**src/include/cfgreg_params.svh**
```systemverilog
`ifndef CFGREG_PARAMS_SVH
`define CFGREG_PARAMS_SVH

// Core and register widths.
`define XLEN        32
`define REG_ADDR_W  12
`define REG_DATA_W  32

// Register offsets within the 4 KB config page.
`define CFGREG_RSTN       12'h000
`define CFGREG_BOOTVEC    12'h004
`define CFGREG_DDROFFSET  12'h008
`define CFGREG_RSVREG0    12'h00C
`define CFGREG_RSVREG1    12'h010
`define CFGREG_VER        12'h018
`define CFGREG_VER_LO     (`CFGREG_VER + 12'h004)

// Version word. Upper half at CFGREG_VER, lower half at CFGREG_VER_LO.
`define RISCV_VER  64'h5256_3332_0001_0003

// Reset value of the DDR offset register.
`define DDR_OFFSET_RST  32'h2000_0000

// Core addresses in [base, base + size) are moved onto the DDR offset.
`define DDR_WIN_BASE  32'h8000_0000
`define DDR_WIN_SIZE  32'h4000_0000

// Core reset is held this many cycles after a release request.
`define RST_HOLD_CYCLES  8

`endif

```
**src/source/cfgreg_pkg.sv**
```systemverilog
`include "cfgreg_params.svh"

package cfgreg_pkg;

    typedef logic [`REG_ADDR_W-1:0] reg_addr_t;
    typedef logic [`REG_DATA_W-1:0] reg_data_t;
    typedef logic [`XLEN-1:0]       xlen_t;

    typedef struct packed {
        logic      psel;
        logic      penable;
        logic      pwrite;
        reg_addr_t paddr;
        reg_data_t pwdata;
    } apb_req_t;

    typedef struct packed {
        reg_data_t prdata;
        logic      pready;
        logic      pslverr;
    } apb_rsp_t;

    // One-cycle register access, issued in the APB setup phase.
    typedef struct packed {
        logic      wr;
        logic      rd;
        reg_addr_t addr;
        reg_data_t wdata;
    } reg_acc_t;

    typedef struct packed {
        logic  valid;
        xlen_t addr;
    } mem_req_t;

    typedef enum logic [1:0] {IN_RESET, HOLD, RUNNING} rst_state_t;

endpackage

```
**src/source/apb_reg_port.sv**
```systemverilog
`timescale 1ns/100ps

module apb_reg_port import cfgreg_pkg::*; (
    input  logic      clk,
    input  logic      rstn,
    input  apb_req_t  apb_req,
    output apb_rsp_t  apb_rsp,
    output reg_acc_t  acc,
    input  reg_data_t rdata,
    input  logic      hit
);

    logic      setup;
    reg_data_t prdata_q;
    logic      pslverr_q;

    assign setup = apb_req.psel & ~apb_req.penable;  // First cycle of a transfer.

    // Strobes last the setup cycle only, so a write commits at its end.
    always_comb begin
        acc.wr    = setup & apb_req.pwrite;
        acc.rd    = setup & ~apb_req.pwrite;
        acc.addr  = apb_req.paddr;
        acc.wdata = apb_req.pwdata;
    end

    // Captured at the setup edge, valid through the access cycle.
    always_ff @(posedge clk or negedge rstn) begin
        if (!rstn) begin
            prdata_q  <= '0;
            pslverr_q <= 1'b0;
        end else if (setup) begin
            prdata_q  <= rdata;  // Writes return zero.
            pslverr_q <= ~hit;
        end
    end

    always_comb begin
        apb_rsp.prdata  = prdata_q;
        apb_rsp.pready  = 1'b1;  // No wait states.
        apb_rsp.pslverr = pslverr_q;
    end

    a_penable_after_setup: assert property (
        @(posedge clk) disable iff (!rstn)
        $rose(apb_req.penable) |-> apb_req.psel && $past(apb_req.psel)
    ) else $error("penable rose without a preceding setup cycle");

endmodule

```
**src/source/cfgreg.sv**
```systemverilog
`timescale 1ns/100ps
`include "cfgreg_params.svh"

module cfgreg import cfgreg_pkg::*; (
    input  logic      clk,
    input  logic      rstn,
    input  reg_acc_t  acc,
    output reg_data_t rdata,
    output logic      hit,
    input  logic      core_rstn,
    output logic      pwron,
    output logic      srst_req,
    output xlen_t     core_bootvec,
    output reg_data_t ddr_offset
);

    localparam logic [63:0] VERSION = `RISCV_VER;

    logic      wr_rstn;
    logic      wr_bootvec;
    logic      wr_ddroffset;
    logic      wr_rsv0;
    logic      wr_rsv1;
    reg_data_t rsv_reg0;
    reg_data_t rsv_reg1;

    assign wr_rstn      = acc.wr && (acc.addr == `CFGREG_RSTN);
    assign wr_bootvec   = acc.wr && (acc.addr == `CFGREG_BOOTVEC);
    assign wr_ddroffset = acc.wr && (acc.addr == `CFGREG_DDROFFSET);
    assign wr_rsv0      = acc.wr && (acc.addr == `CFGREG_RSVREG0);
    assign wr_rsv1      = acc.wr && (acc.addr == `CFGREG_RSVREG1);

    // Bit 0 is the power-on level, bit 31 requests a soft reset.
    always_ff @(posedge clk or negedge rstn) begin
        if (!rstn) begin
            pwron    <= 1'b0;
            srst_req <= 1'b0;
        end else begin
            if (wr_rstn) begin
                pwron <= acc.wdata[0];
            end
            srst_req <= wr_rstn & acc.wdata[31];  // Single-cycle pulse.
        end
    end

    always_ff @(posedge clk or negedge rstn) begin
        if (!rstn) begin
            core_bootvec <= '0;
        end else if (wr_bootvec) begin
            core_bootvec <= xlen_t'(acc.wdata);
        end
    end

    always_ff @(posedge clk or negedge rstn) begin
        if (!rstn) begin
            ddr_offset <= `DDR_OFFSET_RST;
        end else if (wr_ddroffset) begin
            ddr_offset <= acc.wdata;
        end
    end

    always_ff @(posedge clk or negedge rstn) begin
        if (!rstn) begin
            rsv_reg0 <= '0;
        end else if (wr_rsv0) begin
            rsv_reg0 <= acc.wdata;
        end
    end

    always_ff @(posedge clk or negedge rstn) begin
        if (!rstn) begin
            rsv_reg1 <= '0;
        end else if (wr_rsv1) begin
            rsv_reg1 <= acc.wdata;
        end
    end

    // Read mux and address decode. Unmapped offsets read zero.
    always_comb begin
        rdata = '0;
        hit   = 1'b1;
        case (acc.addr)
            `CFGREG_RSTN:      rdata = {31'b0, core_rstn};  // Live reset status.
            `CFGREG_BOOTVEC:   rdata = reg_data_t'(core_bootvec);
            `CFGREG_DDROFFSET: rdata = ddr_offset;
            `CFGREG_RSVREG0:   rdata = rsv_reg0;
            `CFGREG_RSVREG1:   rdata = rsv_reg1;
            `CFGREG_VER:       rdata = VERSION[63:32];
            `CFGREG_VER_LO:    rdata = VERSION[31:0];
            default:           hit   = 1'b0;
        endcase
        if (!acc.rd) begin
            rdata = '0;  // Data only on a read strobe.
        end
    end

    a_single_access: assert property (
        @(posedge clk) disable iff (!rstn)
        !(acc.wr && acc.rd)
    ) else $error("read and write strobes active together");

endmodule

```
**src/source/core_reset_ctrl.sv**
```systemverilog
`timescale 1ns/100ps
`include "cfgreg_params.svh"

module core_reset_ctrl import cfgreg_pkg::*; (
    input  logic clk,
    input  logic rstn,
    input  logic pwron,
    input  logic srst_req,
    output logic core_rstn
);

    localparam int HOLD_W = $clog2(`RST_HOLD_CYCLES);
    // The output register supplies the final hold cycle.
    localparam logic [HOLD_W-1:0] HOLD_LAST = HOLD_W'(`RST_HOLD_CYCLES - 2);

    rst_state_t        state;
    rst_state_t        state_nxt;
    logic [HOLD_W-1:0] hold_cnt;

    always_comb begin
        state_nxt = state;
        case (state)
            IN_RESET: begin
                if (pwron) begin
                    state_nxt = HOLD;
                end
            end
            HOLD: begin
                if (!pwron || srst_req) begin
                    state_nxt = IN_RESET;  // Restart the hold.
                end else if (hold_cnt == HOLD_LAST) begin
                    state_nxt = RUNNING;
                end
            end
            RUNNING: begin
                if (!pwron || srst_req) begin
                    state_nxt = IN_RESET;
                end
            end
            default: state_nxt = IN_RESET;
        endcase
    end

    always_ff @(posedge clk or negedge rstn) begin
        if (!rstn) begin
            state     <= IN_RESET;
            hold_cnt  <= '0;
            core_rstn <= 1'b0;
        end else begin
            state     <= state_nxt;
            hold_cnt  <= (state == HOLD) ? hold_cnt + 1'b1 : '0;
            core_rstn <= (state == RUNNING);
        end
    end

    // Once power has been off for two samples the core must be in reset.
    a_rstn_follows_pwron: assert property (
        @(posedge clk) disable iff (!rstn)
        (!pwron && $past(!pwron)) |=> !core_rstn
    ) else $error("core_rstn high with pwron low");

endmodule

```
**src/source/ddr_addr_remap.sv**
```systemverilog
`timescale 1ns/100ps
`include "cfgreg_params.svh"

module ddr_addr_remap import cfgreg_pkg::*; (
    input  logic      clk,
    input  logic      rstn,
    input  reg_data_t ddr_offset,
    input  mem_req_t  core_req,
    output mem_req_t  mem_req
);

    localparam xlen_t WIN_BASE = `DDR_WIN_BASE;
    localparam xlen_t WIN_END  = `DDR_WIN_BASE + `DDR_WIN_SIZE;

    logic  in_win;
    xlen_t addr_nxt;
    logic  valid_q;
    xlen_t addr_q;

    assign in_win = (core_req.addr >= WIN_BASE) && (core_req.addr < WIN_END);

    always_comb begin
        if (in_win) begin
            addr_nxt = core_req.addr - WIN_BASE + xlen_t'(ddr_offset);
        end else begin
            addr_nxt = core_req.addr;  // Pass through.
        end
    end

    always_ff @(posedge clk or negedge rstn) begin
        if (!rstn) begin
            valid_q <= 1'b0;
        end else begin
            valid_q <= core_req.valid;
        end
    end

    always_ff @(posedge clk) begin
        if (core_req.valid) begin
            addr_q <= addr_nxt;
        end
    end

    always_comb begin
        mem_req.valid = valid_q;
        mem_req.addr  = addr_q;
    end

endmodule

```
**src/source/cfg_subsys_top.sv**
```systemverilog
`timescale 1ns/100ps

module cfg_subsys_top import cfgreg_pkg::*; (
    input  logic     clk,
    input  logic     rstn,
    input  apb_req_t apb_req,
    output apb_rsp_t apb_rsp,
    input  mem_req_t core_req,
    output mem_req_t mem_req,
    output xlen_t    core_bootvec,
    output logic     core_rstn
);

    reg_acc_t  acc;
    reg_data_t rdata;
    logic      hit;
    logic      pwron;
    logic      srst_req;
    reg_data_t ddr_offset;

    apb_reg_port u_apb_reg_port (
        .clk     (clk),
        .rstn    (rstn),
        .apb_req (apb_req),
        .apb_rsp (apb_rsp),
        .acc     (acc),
        .rdata   (rdata),
        .hit     (hit)
    );

    cfgreg u_cfgreg (
        .clk          (clk),
        .rstn         (rstn),
        .acc          (acc),
        .rdata        (rdata),
        .hit          (hit),
        .core_rstn    (core_rstn),
        .pwron        (pwron),
        .srst_req     (srst_req),
        .core_bootvec (core_bootvec),
        .ddr_offset   (ddr_offset)
    );

    core_reset_ctrl u_core_reset_ctrl (
        .clk       (clk),
        .rstn      (rstn),
        .pwron     (pwron),
        .srst_req  (srst_req),
        .core_rstn (core_rstn)
    );

    ddr_addr_remap u_ddr_addr_remap (
        .clk        (clk),
        .rstn       (rstn),
        .ddr_offset (ddr_offset),
        .core_req   (core_req),
        .mem_req    (mem_req)
    );

endmodule

```
**config.mk**
```make
export PLATFORM = sky130hd
export DESIGN_NAME = cfg_subsys_top
export DESIGN_NICKNAME = d
export VERILOG_FILES = /design/src/source/cfgreg_pkg.sv /design/src/source/apb_reg_port.sv /design/src/source/cfgreg.sv /design/src/source/core_reset_ctrl.sv /design/src/source/ddr_addr_remap.sv /design/src/source/cfg_subsys_top.sv
export VERILOG_INCLUDE_DIRS = /design/src /design/src/include
export SDC_FILE = /design/constraint.sdc
export NUM_CORES = 1
export LEC_CHECK = 0
export BUFFER_PORTS_ARGS = -buffer_cell sky130_fd_sc_hd__buf_4
export CAP_MARGIN = 20
export CORE_MARGIN = 5
export CORE_UTILIZATION = 50
export CTS_BUF_LIST = sky130_fd_sc_hd__clkbuf_8 sky130_fd_sc_hd__clkbuf_16
export CTS_CLUSTER_DIAMETER = 40
export CTS_CLUSTER_SIZE = 16
export DETAILED_ROUTE_END_ITERATION = 10
export PLACE_DENSITY = 0.79
export SETUP_SLACK_MARGIN = 0.4
export SLEW_MARGIN = 5
export SYNTH_ARGS = -nofsm -noshare
export SYNTH_HDL_FRONTEND = slang
export SYNTH_SLANG_ARGS = --single-unit
```
**constraint.sdc**
```tcl
create_clock -name clk -period 3.5 [get_ports clk]
set_clock_uncertainty 0.05 [all_clocks]
set_input_delay 0.525 -clock clk [delete_from_list [all_inputs] [get_ports clk]]
set_output_delay 0.525 -clock clk [all_outputs]
set_load 0.005 [all_outputs]
```
==> results.ini, run 1 <==
[placed_design]
hpwl_um = 19200
numPortBuffers = 180
gp_congestion = 0.890
dpl_cell_area_sq_um = 12200
pre_cts_slack_ps = 90.7
dp_cells = 1360

[clock_tree]
tritoncts = yes
path_clk_slew_ps = 60
clock-sinks = 202
holdBufCountCts = 0
htree_levels = 1
clockRootBuffer = clkbuf_16
numCtsBuffers = 28
clkLatencyLatePin_ps = 530
clock_path_buffers = 3

[detailed_routing]
route.detailed.drc = 0
first_pass_iters = 4
drt_iter0_drc = 435
vias = 8081
routedWlPerCell_um = 19.6
final_antenna_net_count = 0
viasPerCell = 5.70
wl_um = 27700

[power]
combPwrFrac = 0.067
p_leak_nw = 6.53
vdd_drop_max_v = 0.000320
p_sw_frac = 0.236
power_mw = 5.73
pwr-share-seq = 0.427
power_switching_mw = 1.35
powerDensity_nw_per_um2 = 431
p_clk_frac = 0.506
p_int_mw = 4.38

[finish]
fin_area_sq_um = 13300
num-fill-cells = 1678
drive_gt1_frac = 0.372
stdcell_count = 1417
nets = 1266
area_growth_syn_to_layout_pct = 25.2
postLayoutCoreUtil = 0.634

[floorplanning]
die-area_sq_um = 24200
core_region_area_sq_um = 21000
die_w_um = 156
rows = 53
start_util = 0.506
die_h_um = 156
pin_count = 182

[global_routing]
grt.overflow.total = 0
antenna_found_initial = 0
grt_pass1_wl_um = 44000
grt_pass1_vias = 8279
grtUsageTotal = 0.223
grt_max_degree = 90

[min_path]
hold_path_class = input pin to asynchronous set/reset pin

[critical_path]
r2r_cells = 12
cp.arrival_ps = 3310
worstSetupPathType = flip-flop to flip-flop
required_ps = 3730
startpoint_type = flip-flop
endpoint_kind = flip-flop
r2r_slack_ps = 420
reg2reg_from = u_cfgreg.ddr_offset[1]$_DFFE_PN0P_
crit_end = u_ddr_addr_remap.addr_q[23]$_DFFE_PP_
cp_max_fo = 3
startpoint = u_cfgreg.ddr_offset[1]$_DFFE_PN0P_
r2r-end = u_ddr_addr_remap.addr_q[23]$_DFFE_PP_

[timing]
finalSetupViolations = 0
setup_tns_ps = 0
min_period_ps = 3080
rsz0062_at_grt = true
final.setup.worst_slack_ps = 416
fmax_mhz = 324
hold_violations = 0
slew_viol_final = 0
fin_crit_sh = 0.881
max-slew-margin-rel = 0.450
tightest_slew_ps = 825
holdWs_ps = 12.0

[yosys]
synth_cells = 944
synth_fp_nets = 1090
synth_cell_types = 60
syn_area_sq_um = 10600
ys_seq_area_frac = 0.492
avgSynthCellArea_sq_um = 11.2
ys_async_sr_fraction = 0.842
synthFlopType = dfrtp_1
ys_seq_elements = 202
yosys_warnings = 0
synth_edf_count = 32

[status]
status = complete, no violations

[job]
cap_violations = 0

registers in the layout (all words and copies together) (netlist names):
name,flops
u_cfgreg.rsv_reg1,32
u_cfgreg.core_bootvec,32
u_cfgreg.srst_req,1
u_cfgreg.rsv_reg0,32
u_core_reset_ctrl.hold_cnt,3
u_ddr_addr_remap.addr_q,32
u_ddr_addr_remap.valid_q,1
u_apb_reg_port.pslverr_q,1
u_apb_reg_port.prdata_q,32
u_core_reset_ctrl.state,2
u_cfgreg.pwron,1
u_core_reset_ctrl.core_rstn,1
u_cfgreg.ddr_offset,32
how the worst min path moves through the flow:
stage	depth (start not counted)	slack (ps)	startpoint	endpoint
3_5_place_dp	1	390	u_cfgreg.srst_req$_DFF_PN0_	u_core_reset_ctrl.state[1]$_DFFE_PN0P_
2_1_floorplan	0	180	rstn	u_apb_reg_port.prdata_q[0]$_DFFE_PN0P_
3_3_place_gp	1	380	u_cfgreg.srst_req$_DFF_PN0_	u_core_reset_ctrl.state[1]$_DFFE_PN0P_
5_1_grt	1	60	rstn	u_core_reset_ctrl.hold_cnt[2]$_DFF_PN0_
6_report	1	10	rstn	u_core_reset_ctrl.hold_cnt[1]$_DFF_PN0_
4_1_cts	1	50	rstn	u_cfgreg.rsv_reg0[28]$_DFFE_PN0P_
cells in the final DEF, fill, tap and decap left out, types with 6 or more instances in the layout:
master     netlist  final
inv_1           11     11
nor2_1          41     40
buf_4            3    197
nand2_1         92     92
nand3_1         13     13
a21o_1          16     16
xor2_1          13     13
dfrtp_1        169    169
mux2_2         155    155
a22oi_1         30     30
xnor2_1         11     11
ha_1            63     61
nor3_1           8      8
clkbuf_16        0     30
o21ai_0         86     86
nand2b_1         7      6
nor2b_1          9      6
a21oi_1         66     65
edfxtp_1        32     32
worst max-delay path: stages (launching register included):
cell     delay, ps
dfrtp_1        430
ha_1           300
ha_2           190
inv_2           60
fa_2           250
nor2b_4         50
o211a_1        220
o31a_1         260
o211a_1        250
or2_4          270
a21oi_4        160
o21ai_2         60
a221o_1        290
logic make-up (layout without fill, tap and decap cells):
group | after synthesis | count (layout) | share of synthesized area
AND/OR/NAND/NOR | 192 | 192 | 0.0812
AO/OA/AOI/OAI | 236 | 236 | 0.135
buffers and inverters | 64 | 261 | 0.0252
other | 1 | 2 | 0.000353
adder cells (fa/ha/maj) | 64 | 64 | 0.0762
XOR/XNOR | 24 | 24 | 0.0198
multiplexers | 161 | 161 | 0.171
flip-flops | 202 | 202 | 0.492
power by group through the flow:
stage	Clock (mW)	Combinational, mW	Sequential (mW)
after global placement	0	0.379	2.49
after detailed placement	0	0.384	2.49
after CTS	2.95	0.387	2.45
after floorplan	0	0.139	2.49
after global routing	3.05	0.422	2.45
final	2.90	0.384	2.45
cell usage after synthesis, types with 3 or more instances:
master / instances / area, sq um
a21o_1: 16 / 120
a21oi_1: 66 / 330
a221o_1: 3 / 30.0
a22oi_1: 30 / 225
a31oi_1: 3 / 18.8
and3_1: 4 / 25.0
buf_1: 6 / 22.5
buf_2: 12 / 60.1
buf_4: 3 / 22.5
clkbuf_1: 31 / 116
dfrtp_1: 169 / 4230
edfxtp_1: 32 / 961
ha_1: 63 / 788
inv_1: 11 / 41.3
mux2_1: 4 / 45.0
mux2_2: 155 / 1750
nand2_1: 92 / 345
nand2b_1: 7 / 43.8
nand3_1: 13 / 65.1
nand4_1: 4 / 25.0
nor2_1: 41 / 154
nor2b_1: 9 / 56.3
nor3_1: 8 / 40.0
nor3b_1: 3 / 22.5
o211a_1: 3 / 30.0
o211ai_1: 4 / 30.0
o21ai_0: 86 / 430
o21bai_1: 4 / 30.0
o31ai_1: 3 / 22.5
xnor2_1: 11 / 96.3
xor2_1: 13 / 114
repair_timing:
action / 4_1_cts / 5_1_grt
buffers inserted: 3 / 2
resized for setup: 2 / 5
setup endpoints to repair: 7 / 9
hold endpoints to repair: 0 / 0
pin swaps: 7 / 5
per-layer routing:
| metal | track usage | vias up | share of wire |
|---|---|---|---|
| met5 | 0 | - | 0 |
| met4 | 0.0434 | 0 | 0.014 |
| met3 | 0.0494 | 38 | 0.074 |
| met2 | 0.359 | 295 | 0.46 |
| met1 | 0.317 | 3964 | 0.45 |
| li1 | - | 3784 | - |
final cells by class:
type / instances / area, sq um / area share
tap: 275 / 344 / 0.0259
clock inverter: 19 / 206 / 0.0155
multi-input combinational: 678 / 5190 / 0.390
antenna: 1 / 2.50 / 0.000188
inverter: 11 / 41.3 / 0.00311
sequential: 202 / 5220 / 0.393
timing repair buffer: 199 / 1510 / 0.114
clock buffer: 32 / 778 / 0.0586
Note: power is estimated with default switching activity, not from simulation.
==> run 2, diff against run 1 <==
--- a/config.mk
+++ b/config.mk
@@ -8,2 +8,3 @@
 export LEC_CHECK = 0
+export ABC_AREA = 1
 export BUFFER_PORTS_ARGS = -buffer_cell sky130_fd_sc_hd__buf_4
==> constraint.sdc (replaced) <==
create_clock -name clk -period 3.5 [get_ports clk]
set_clock_uncertainty 0.05 [all_clocks]
set_input_delay 0.35 -clock clk [delete_from_list [all_inputs] [get_ports clk]]
set_output_delay 0.35 -clock clk [all_outputs]
set_load 0.005 [all_outputs]
==> results.ini, run 2 <==
[global_routing]
top_usage_layer = met2
grt_pass1_vias = 10200
use_met3 = 0.0474
grt_pass1_wl_um = 51700
use_met1 = 0.330
met2_usage = 0.408
grtUsageTotal = 0.244
grt_max_degree = 92
grt.overflow.total = 0
antenna_found_initial = 0

[placed_design]
dpl_cell_area_sq_um = 12800
hpwl_um = 23000
numPortBuffers = 180
gp_congestion = 0.896

[floorplanning]
pin_count = 182
die-area_sq_um = 25400
rows = 54
start_util = 0.510
core_region_area_sq_um = 21900
die_h_um = 159
die_w_um = 159

[critical_path]
cp_max_fo = 3
required_ps = 3730
cp.arrival_ps = 2790
r2r-end = u_ddr_addr_remap.addr_q[25]$_DFFE_PP_
r2r_slack_ps = 940
startpoint_type = flip-flop
endpoint_kind = flip-flop
r2r_cells = 14
worstSetupPathType = flip-flop to flip-flop
reg2reg_from = u_cfgreg.ddr_offset[1]$_DFFE_PN0P_

[min_path]
min_path_cells = 3
hold_path_class = input pin to flip-flop
hold_path_startpoint = core_req[1]
hold-path-endpoint = u_ddr_addr_remap.addr_q[1]$_DFFE_PP_

[finish]
nets = 1790
area_growth_syn_to_layout_pct = 23.1
diodes = 0
fin_area_sq_um = 13700
drive_gt1_frac = 0.163
final_common_cell = nand2_1
final_cell_mix = nand2_1 (630), buf_4 (193), dfrtp_1 (169)

[clock_tree]
numCtsBuffers = 28
cts.repair.resized = 0
clock_path_buffers = 3
clock-sinks = 202
tritoncts = yes
path_clk_slew_ps = 60
htree_levels = 1
clkLatencyLatePin_ps = 540
clockRootBuffer = clkbuf_16

[detailed_routing]
viasPerCell = 5.29
drt_iter0_drc = 805
vias = 10300
final_antenna_net_count = 0
route.detailed.drc = 0
first_pass_iters = 5
routedWlPerCell_um = 16.4
wl_um = 31900

[timing]
hold_violations = 0
slew_viol_final = 0
tightest_slew_ps = 827
rsz0062_at_grt = false
fin_crit_sh = 0.733
setup_tns_ps = 0
min_period_ps = 2560
max-slew-margin-rel = 0.448
finalSetupViolations = 0
fmax_mhz = 390

[power]
powerDensity_nw_per_um2 = 425
vdd_drop_max_v = 0.000317
p_leak_nw = 7.54
power_mw = 5.84

[yosys]
synth_fp_nets = 1614
synthTopCellsByArea = dfrtp_1 (38%), nand2_1 (21%), edfxtp_1 (8.6%)
synth_cells = 1468
ys_seq_area_frac = 0.467
ys_seq_elements = 202
synth_most_common_cell = nand2_1
yosys_warnings = 0
synth_edf_count = 32
ys_top_cells_by_count = nand2_1 (630), dfrtp_1 (169), inv_1 (144)
synthFlopType = dfrtp_1
syn_area_sq_um = 11200
avgSynthCellArea_sq_um = 7.60
yosys.area.top_type = dfrtp_1
synth.top_cell.area_share = 0.379
synth_cell_types = 40
ys_async_sr_fraction = 0.842

[job]
cap_violations = 0

[status]
status = complete, no violations

## run 2: per-stage QoR
| step | hold WS, ps | util | worst slack (ps) | instances |
|---|---|---|---|---|
| 2_1_floorplan | 4.41 | - | 1260 | 1468 |
| 3_3_place_gp | 397 | 0.583 | 928 | 1892 |
| 4_1_cts | 34.4 | 0.628 | 957 | 1946 |
| 5_1_grt | 41.1 | 0.628 | 717 | 1946 |
| 6_report | 56.8 | 0.628 | 936 | 1946 |
| 3_5_place_dp | 414 | 0.583 | 909 | 1892 |
## run 2: kinds of logic after synthesis
group	count (synthesis)	share of synthesized area
AOI/OAI and AO/OA	183	0.0838
DFF	202	0.467
adders and majority gates	64	0.0724
buffers and inverters	199	0.0711
other	1	0.000336
and+or+nand+nor	812	0.300
xor gates and xnor gates	7	0.00549
## run 2: what timing repair did
action                                 CTS  global route
endpoints found under the hold margin   90             0
hold buffers                             2             0
setup buffers                            0             0
## run 2: critical path: stages (launching register included)
cell,delay (ps)
dfrtp_1,410
ha_1,300
ha_1,160
inv_1,60
fa_1,380
inv_1,110
nand3_1,70
nand3_1,130
nand2_1,80
nand2_1,140
nand2_1,120
nand3_1,100
nand2_1,50
nand3_1,90
nand2_1,70
## run 2: worst max path at each step
stage | from | cells after the start | to
finish | u_cfgreg.ddr_offset[1]$_DFFE_PN0P_ | 14 | u_ddr_addr_remap.addr_q[25]$_DFFE_PP_
global route | u_cfgreg.ddr_offset[1]$_DFFE_PN0P_ | 14 | u_ddr_addr_remap.addr_q[25]$_DFFE_PP_
CTS | u_cfgreg.ddr_offset[1]$_DFFE_PN0P_ | 14 | u_ddr_addr_remap.addr_q[25]$_DFFE_PP_
detailed placement | core_req[1] | 15 | u_ddr_addr_remap.addr_q[25]$_DFFE_PP_
global placement | core_req[1] | 15 | u_ddr_addr_remap.addr_q[25]$_DFFE_PP_
floorplan | u_cfgreg.ddr_offset[1]$_DFFE_PN0P_ | 14 | u_ddr_addr_remap.addr_q[29]$_DFFE_PP_
## run 2: area by class of cell
| cell class | instances | area, sq um |
|---|---|---|
| tap | 280 | 350 |
| inverter | 148 | 556 |
| clock inverter | 22 | 223 |
| sequential | 202 | 5220 |
| fill | 1926 | 8150 |
| multi-input combinational | 1067 | 5160 |
| timing repair buffer | 197 | 1500 |
| clock buffer | 30 | 739 |
## run 2: power breakdown
group	switching, mW	internal, mW
Combinational	0.266	0.192
Clock	1.21	1.68
Sequential	0.0307	2.46
Total	1.51	4.33
## run 2: metal layers
| layer | part of all wire | routed length [um] | up-vias |
|---|---|---|---|
| li1 | - | - | 5031 |
| met1 | 0.43 | 13800 | 4858 |
| met2 | 0.47 | 15200 | 351 |
| met3 | 0.076 | 2430 | 45 |
| met4 | 0.018 | 570 | 0 |
| met5 | 0 | 0 | - |
==> run 3, diff against run 2 <==
ABC_AREA = 0   (was 1)
PLACE_DENSITY = 0.82   (was 0.79)
clock period = 2.17 ns   (was 3.5 ns; I/O delays follow)
==> results.ini, run 3 (synthesis gave the netlist of run 1 again) <==
[detailed_routing]
wl_um = 34600
vias = 9469
routedWlPerCell_um = 21.3
viasPerCell = 5.83
routed.top_layer = met4
first_pass_iters = 5
met1_length_um = 13100
drt_iter0_drc = 578
wl_met2_um = 17100
route.detailed.drc = 0
dr_wl_met3_um = 2700
final_antenna_net_count = 0

[timing]
fin_crit_sh = 1.44
final.setup.worst_slack_ps = -945
setup_tns_ps = -16690
hold_violations = 0
rsz0062_at_grt = true
finalSetupViolations = 28
slew_viol_final = 0
fmax_mhz = 321
tightest_slew_ps = 597
max-slew-margin-rel = 0.601
min_period_ps = 3120

[critical_path]
cp_max_fo = 4
r2r-end = u_ddr_addr_remap.addr_q[29]$_DFFE_PP_
reg2reg_from = u_cfgreg.ddr_offset[1]$_DFFE_PN0P_
crit_buf_inv = 1
startpoint = u_cfgreg.ddr_offset[1]$_DFFE_PN0P_
critical_path.cell_chain = ha_4, ha_4, inv_2, fa_2, nor2b_4, o211a_1, o31a_1, o211a_1, o211ai_1, a31o_2, a2111o_1, nand3_1
required_ps = 2540
worstSetupPathType = flip-flop to flip-flop
r2r_cells = 12
startpoint_type = flip-flop
cpMaxStageDelayCell = dfrtp_1
endpoint_kind = flip-flop
r2r_slack_ps = -950
max_stage_delay_ps = 420
crit_family = compound AO/OA/AOI/OAI gates
cp.arrival_ps = 3480

[floorplanning]
rows = 53
die_w_um = 156
core_region_area_sq_um = 21000
die-area_sq_um = 24200
start_util = 0.506
die_h_um = 156
pin_count = 182

[finish]
postLayoutCoreUtil = 0.755
stdcell_count = 1624
final_common_cell = buf_4
nets = 1472
area_growth_syn_to_layout_pct = 49.0
fin_area_sq_um = 15800
drive_gt1_frac = 0.456
final_cell_mix = buf_4 (306), dfrtp_1 (168), mux2_2 (124)

[clock_tree]
numCtsBuffers = 28
clkLatencyLatePin_ps = 560
clock-sinks = 202
path_clk_slew_ps = 60
clockRootBuffer = clkbuf_16
tritoncts = yes
clock_path_buffers = 3
htree_levels = 1

[global_routing]
antenna_found_initial = 1
grtUsageTotal = 0.278
grt_max_degree = 55
grt_pass1_vias = 10100
grt_pass1_wl_um = 54000
grt.overflow.total = 0

[min_path]
hold_path_startpoint = core_req[4]
hold-path-endpoint = u_ddr_addr_remap.addr_q[4]$_DFFE_PP_
hold_path_class = input pin to flip-flop
min_path_cells = 4

[placed_design]
gp_congestion = 0.881
hpwl_um = 21900
numPortBuffers = 180
dp_cells = 1484
dpl_cell_area_sq_um = 13500

[status]
failed_checks = negative setup slack
status = finished, violations left

[power]
p_int_mw = 7.42
p_sw_frac = 0.246
pwr-share-seq = 0.401
p_clk_frac = 0.510
powerDensity_nw_per_um2 = 622
vdd_drop_max_v = 0.000581
power_mw = 9.84
p_leak_nw = 7.70
power_switching_mw = 2.42
combPwrFrac = 0.089

[job]
cap_violations = 0

-- run 3: cell count changes in the layout (fill, tap and decap cells not counted), sizes merged, moves of 52 or more --
cell | previous run | this run
dlygate4sd3 | 2 | 63
mux2 | 0 | 159
buf | 195 | 342
o21ai | 153 | 88
inv | 163 | 22
nand3 | 65 | 13
nand2 | 633 | 92
-- run 3: worst register-to-register path: stages, from the launching register on --
cell	delay, ps
dfrtp_1	420
ha_4	300
ha_4	140
inv_2	40
fa_2	360
nor2b_4	130
o211a_1	170
o31a_1	210
o211a_1	220
o211ai_1	190
a31o_2	330
a2111o_1	360
nand3_1	80
-- run 3: area by class of cell --
class,instances,area [sq um]
clock inverters,20,290
diodes,1,2.50
clock buffers,32,756
well taps,275,344
flip-flops and latches,202,5220
repair buffers,405,3440
fillers,1260,5140
inverters,11,41.3
multi-input cells,678,5720
-- run 3: routing by layer --
metal,vias to the layer above,global-route usage
met5,-,0
met4,0,0.125
met3,111,0.0524
met2,515,0.477
met1,4632,0.342
li1,4211,-
-- run 3: repair_timing --
action	in CTS	in global routing
resized for setup	69	20
endpoints found under the setup margin	30	45
endpoints found under the hold margin	241	0
pin swaps	46	25
hold buffers	63	0
buffers inserted	18	6
-- run 3: worst max-delay path by stage --
stage                                                  to  slack [ps]  depth (start not counted)
finish              u_ddr_addr_remap.addr_q[29]$_DFFE_PP_        -950                         12
global route        u_ddr_addr_remap.addr_q[29]$_DFFE_PP_       -1020                         12
CTS                 u_ddr_addr_remap.addr_q[29]$_DFFE_PP_        -870                         12
detailed placement  u_ddr_addr_remap.addr_q[29]$_DFFE_PP_        -850                         12
global placement    u_ddr_addr_remap.addr_q[29]$_DFFE_PP_        -820                         12
floorplan           u_ddr_addr_remap.addr_q[23]$_DFFE_PP_        -670                         12
-- run 3: power by group through the flow --
stage,combinational [mW],sequential (mW),clock (mW)
floorplan,0.237,4.02,0
global placement,0.702,4.02,0
detailed placement,0.719,4.02,0
CTS,0.845,3.95,5.05
global route,0.939,3.95,5.27
finish,0.878,3.95,5.01
-- run 3: metrics by stage --
stage	hold slack, ps	setup slack, ps
final	40.0	-945
after global routing	52.7	-1020
after CTS	7.85	-868
after detailed placement	136	-852
after global placement	134	-821
after floorplan	-129	-667
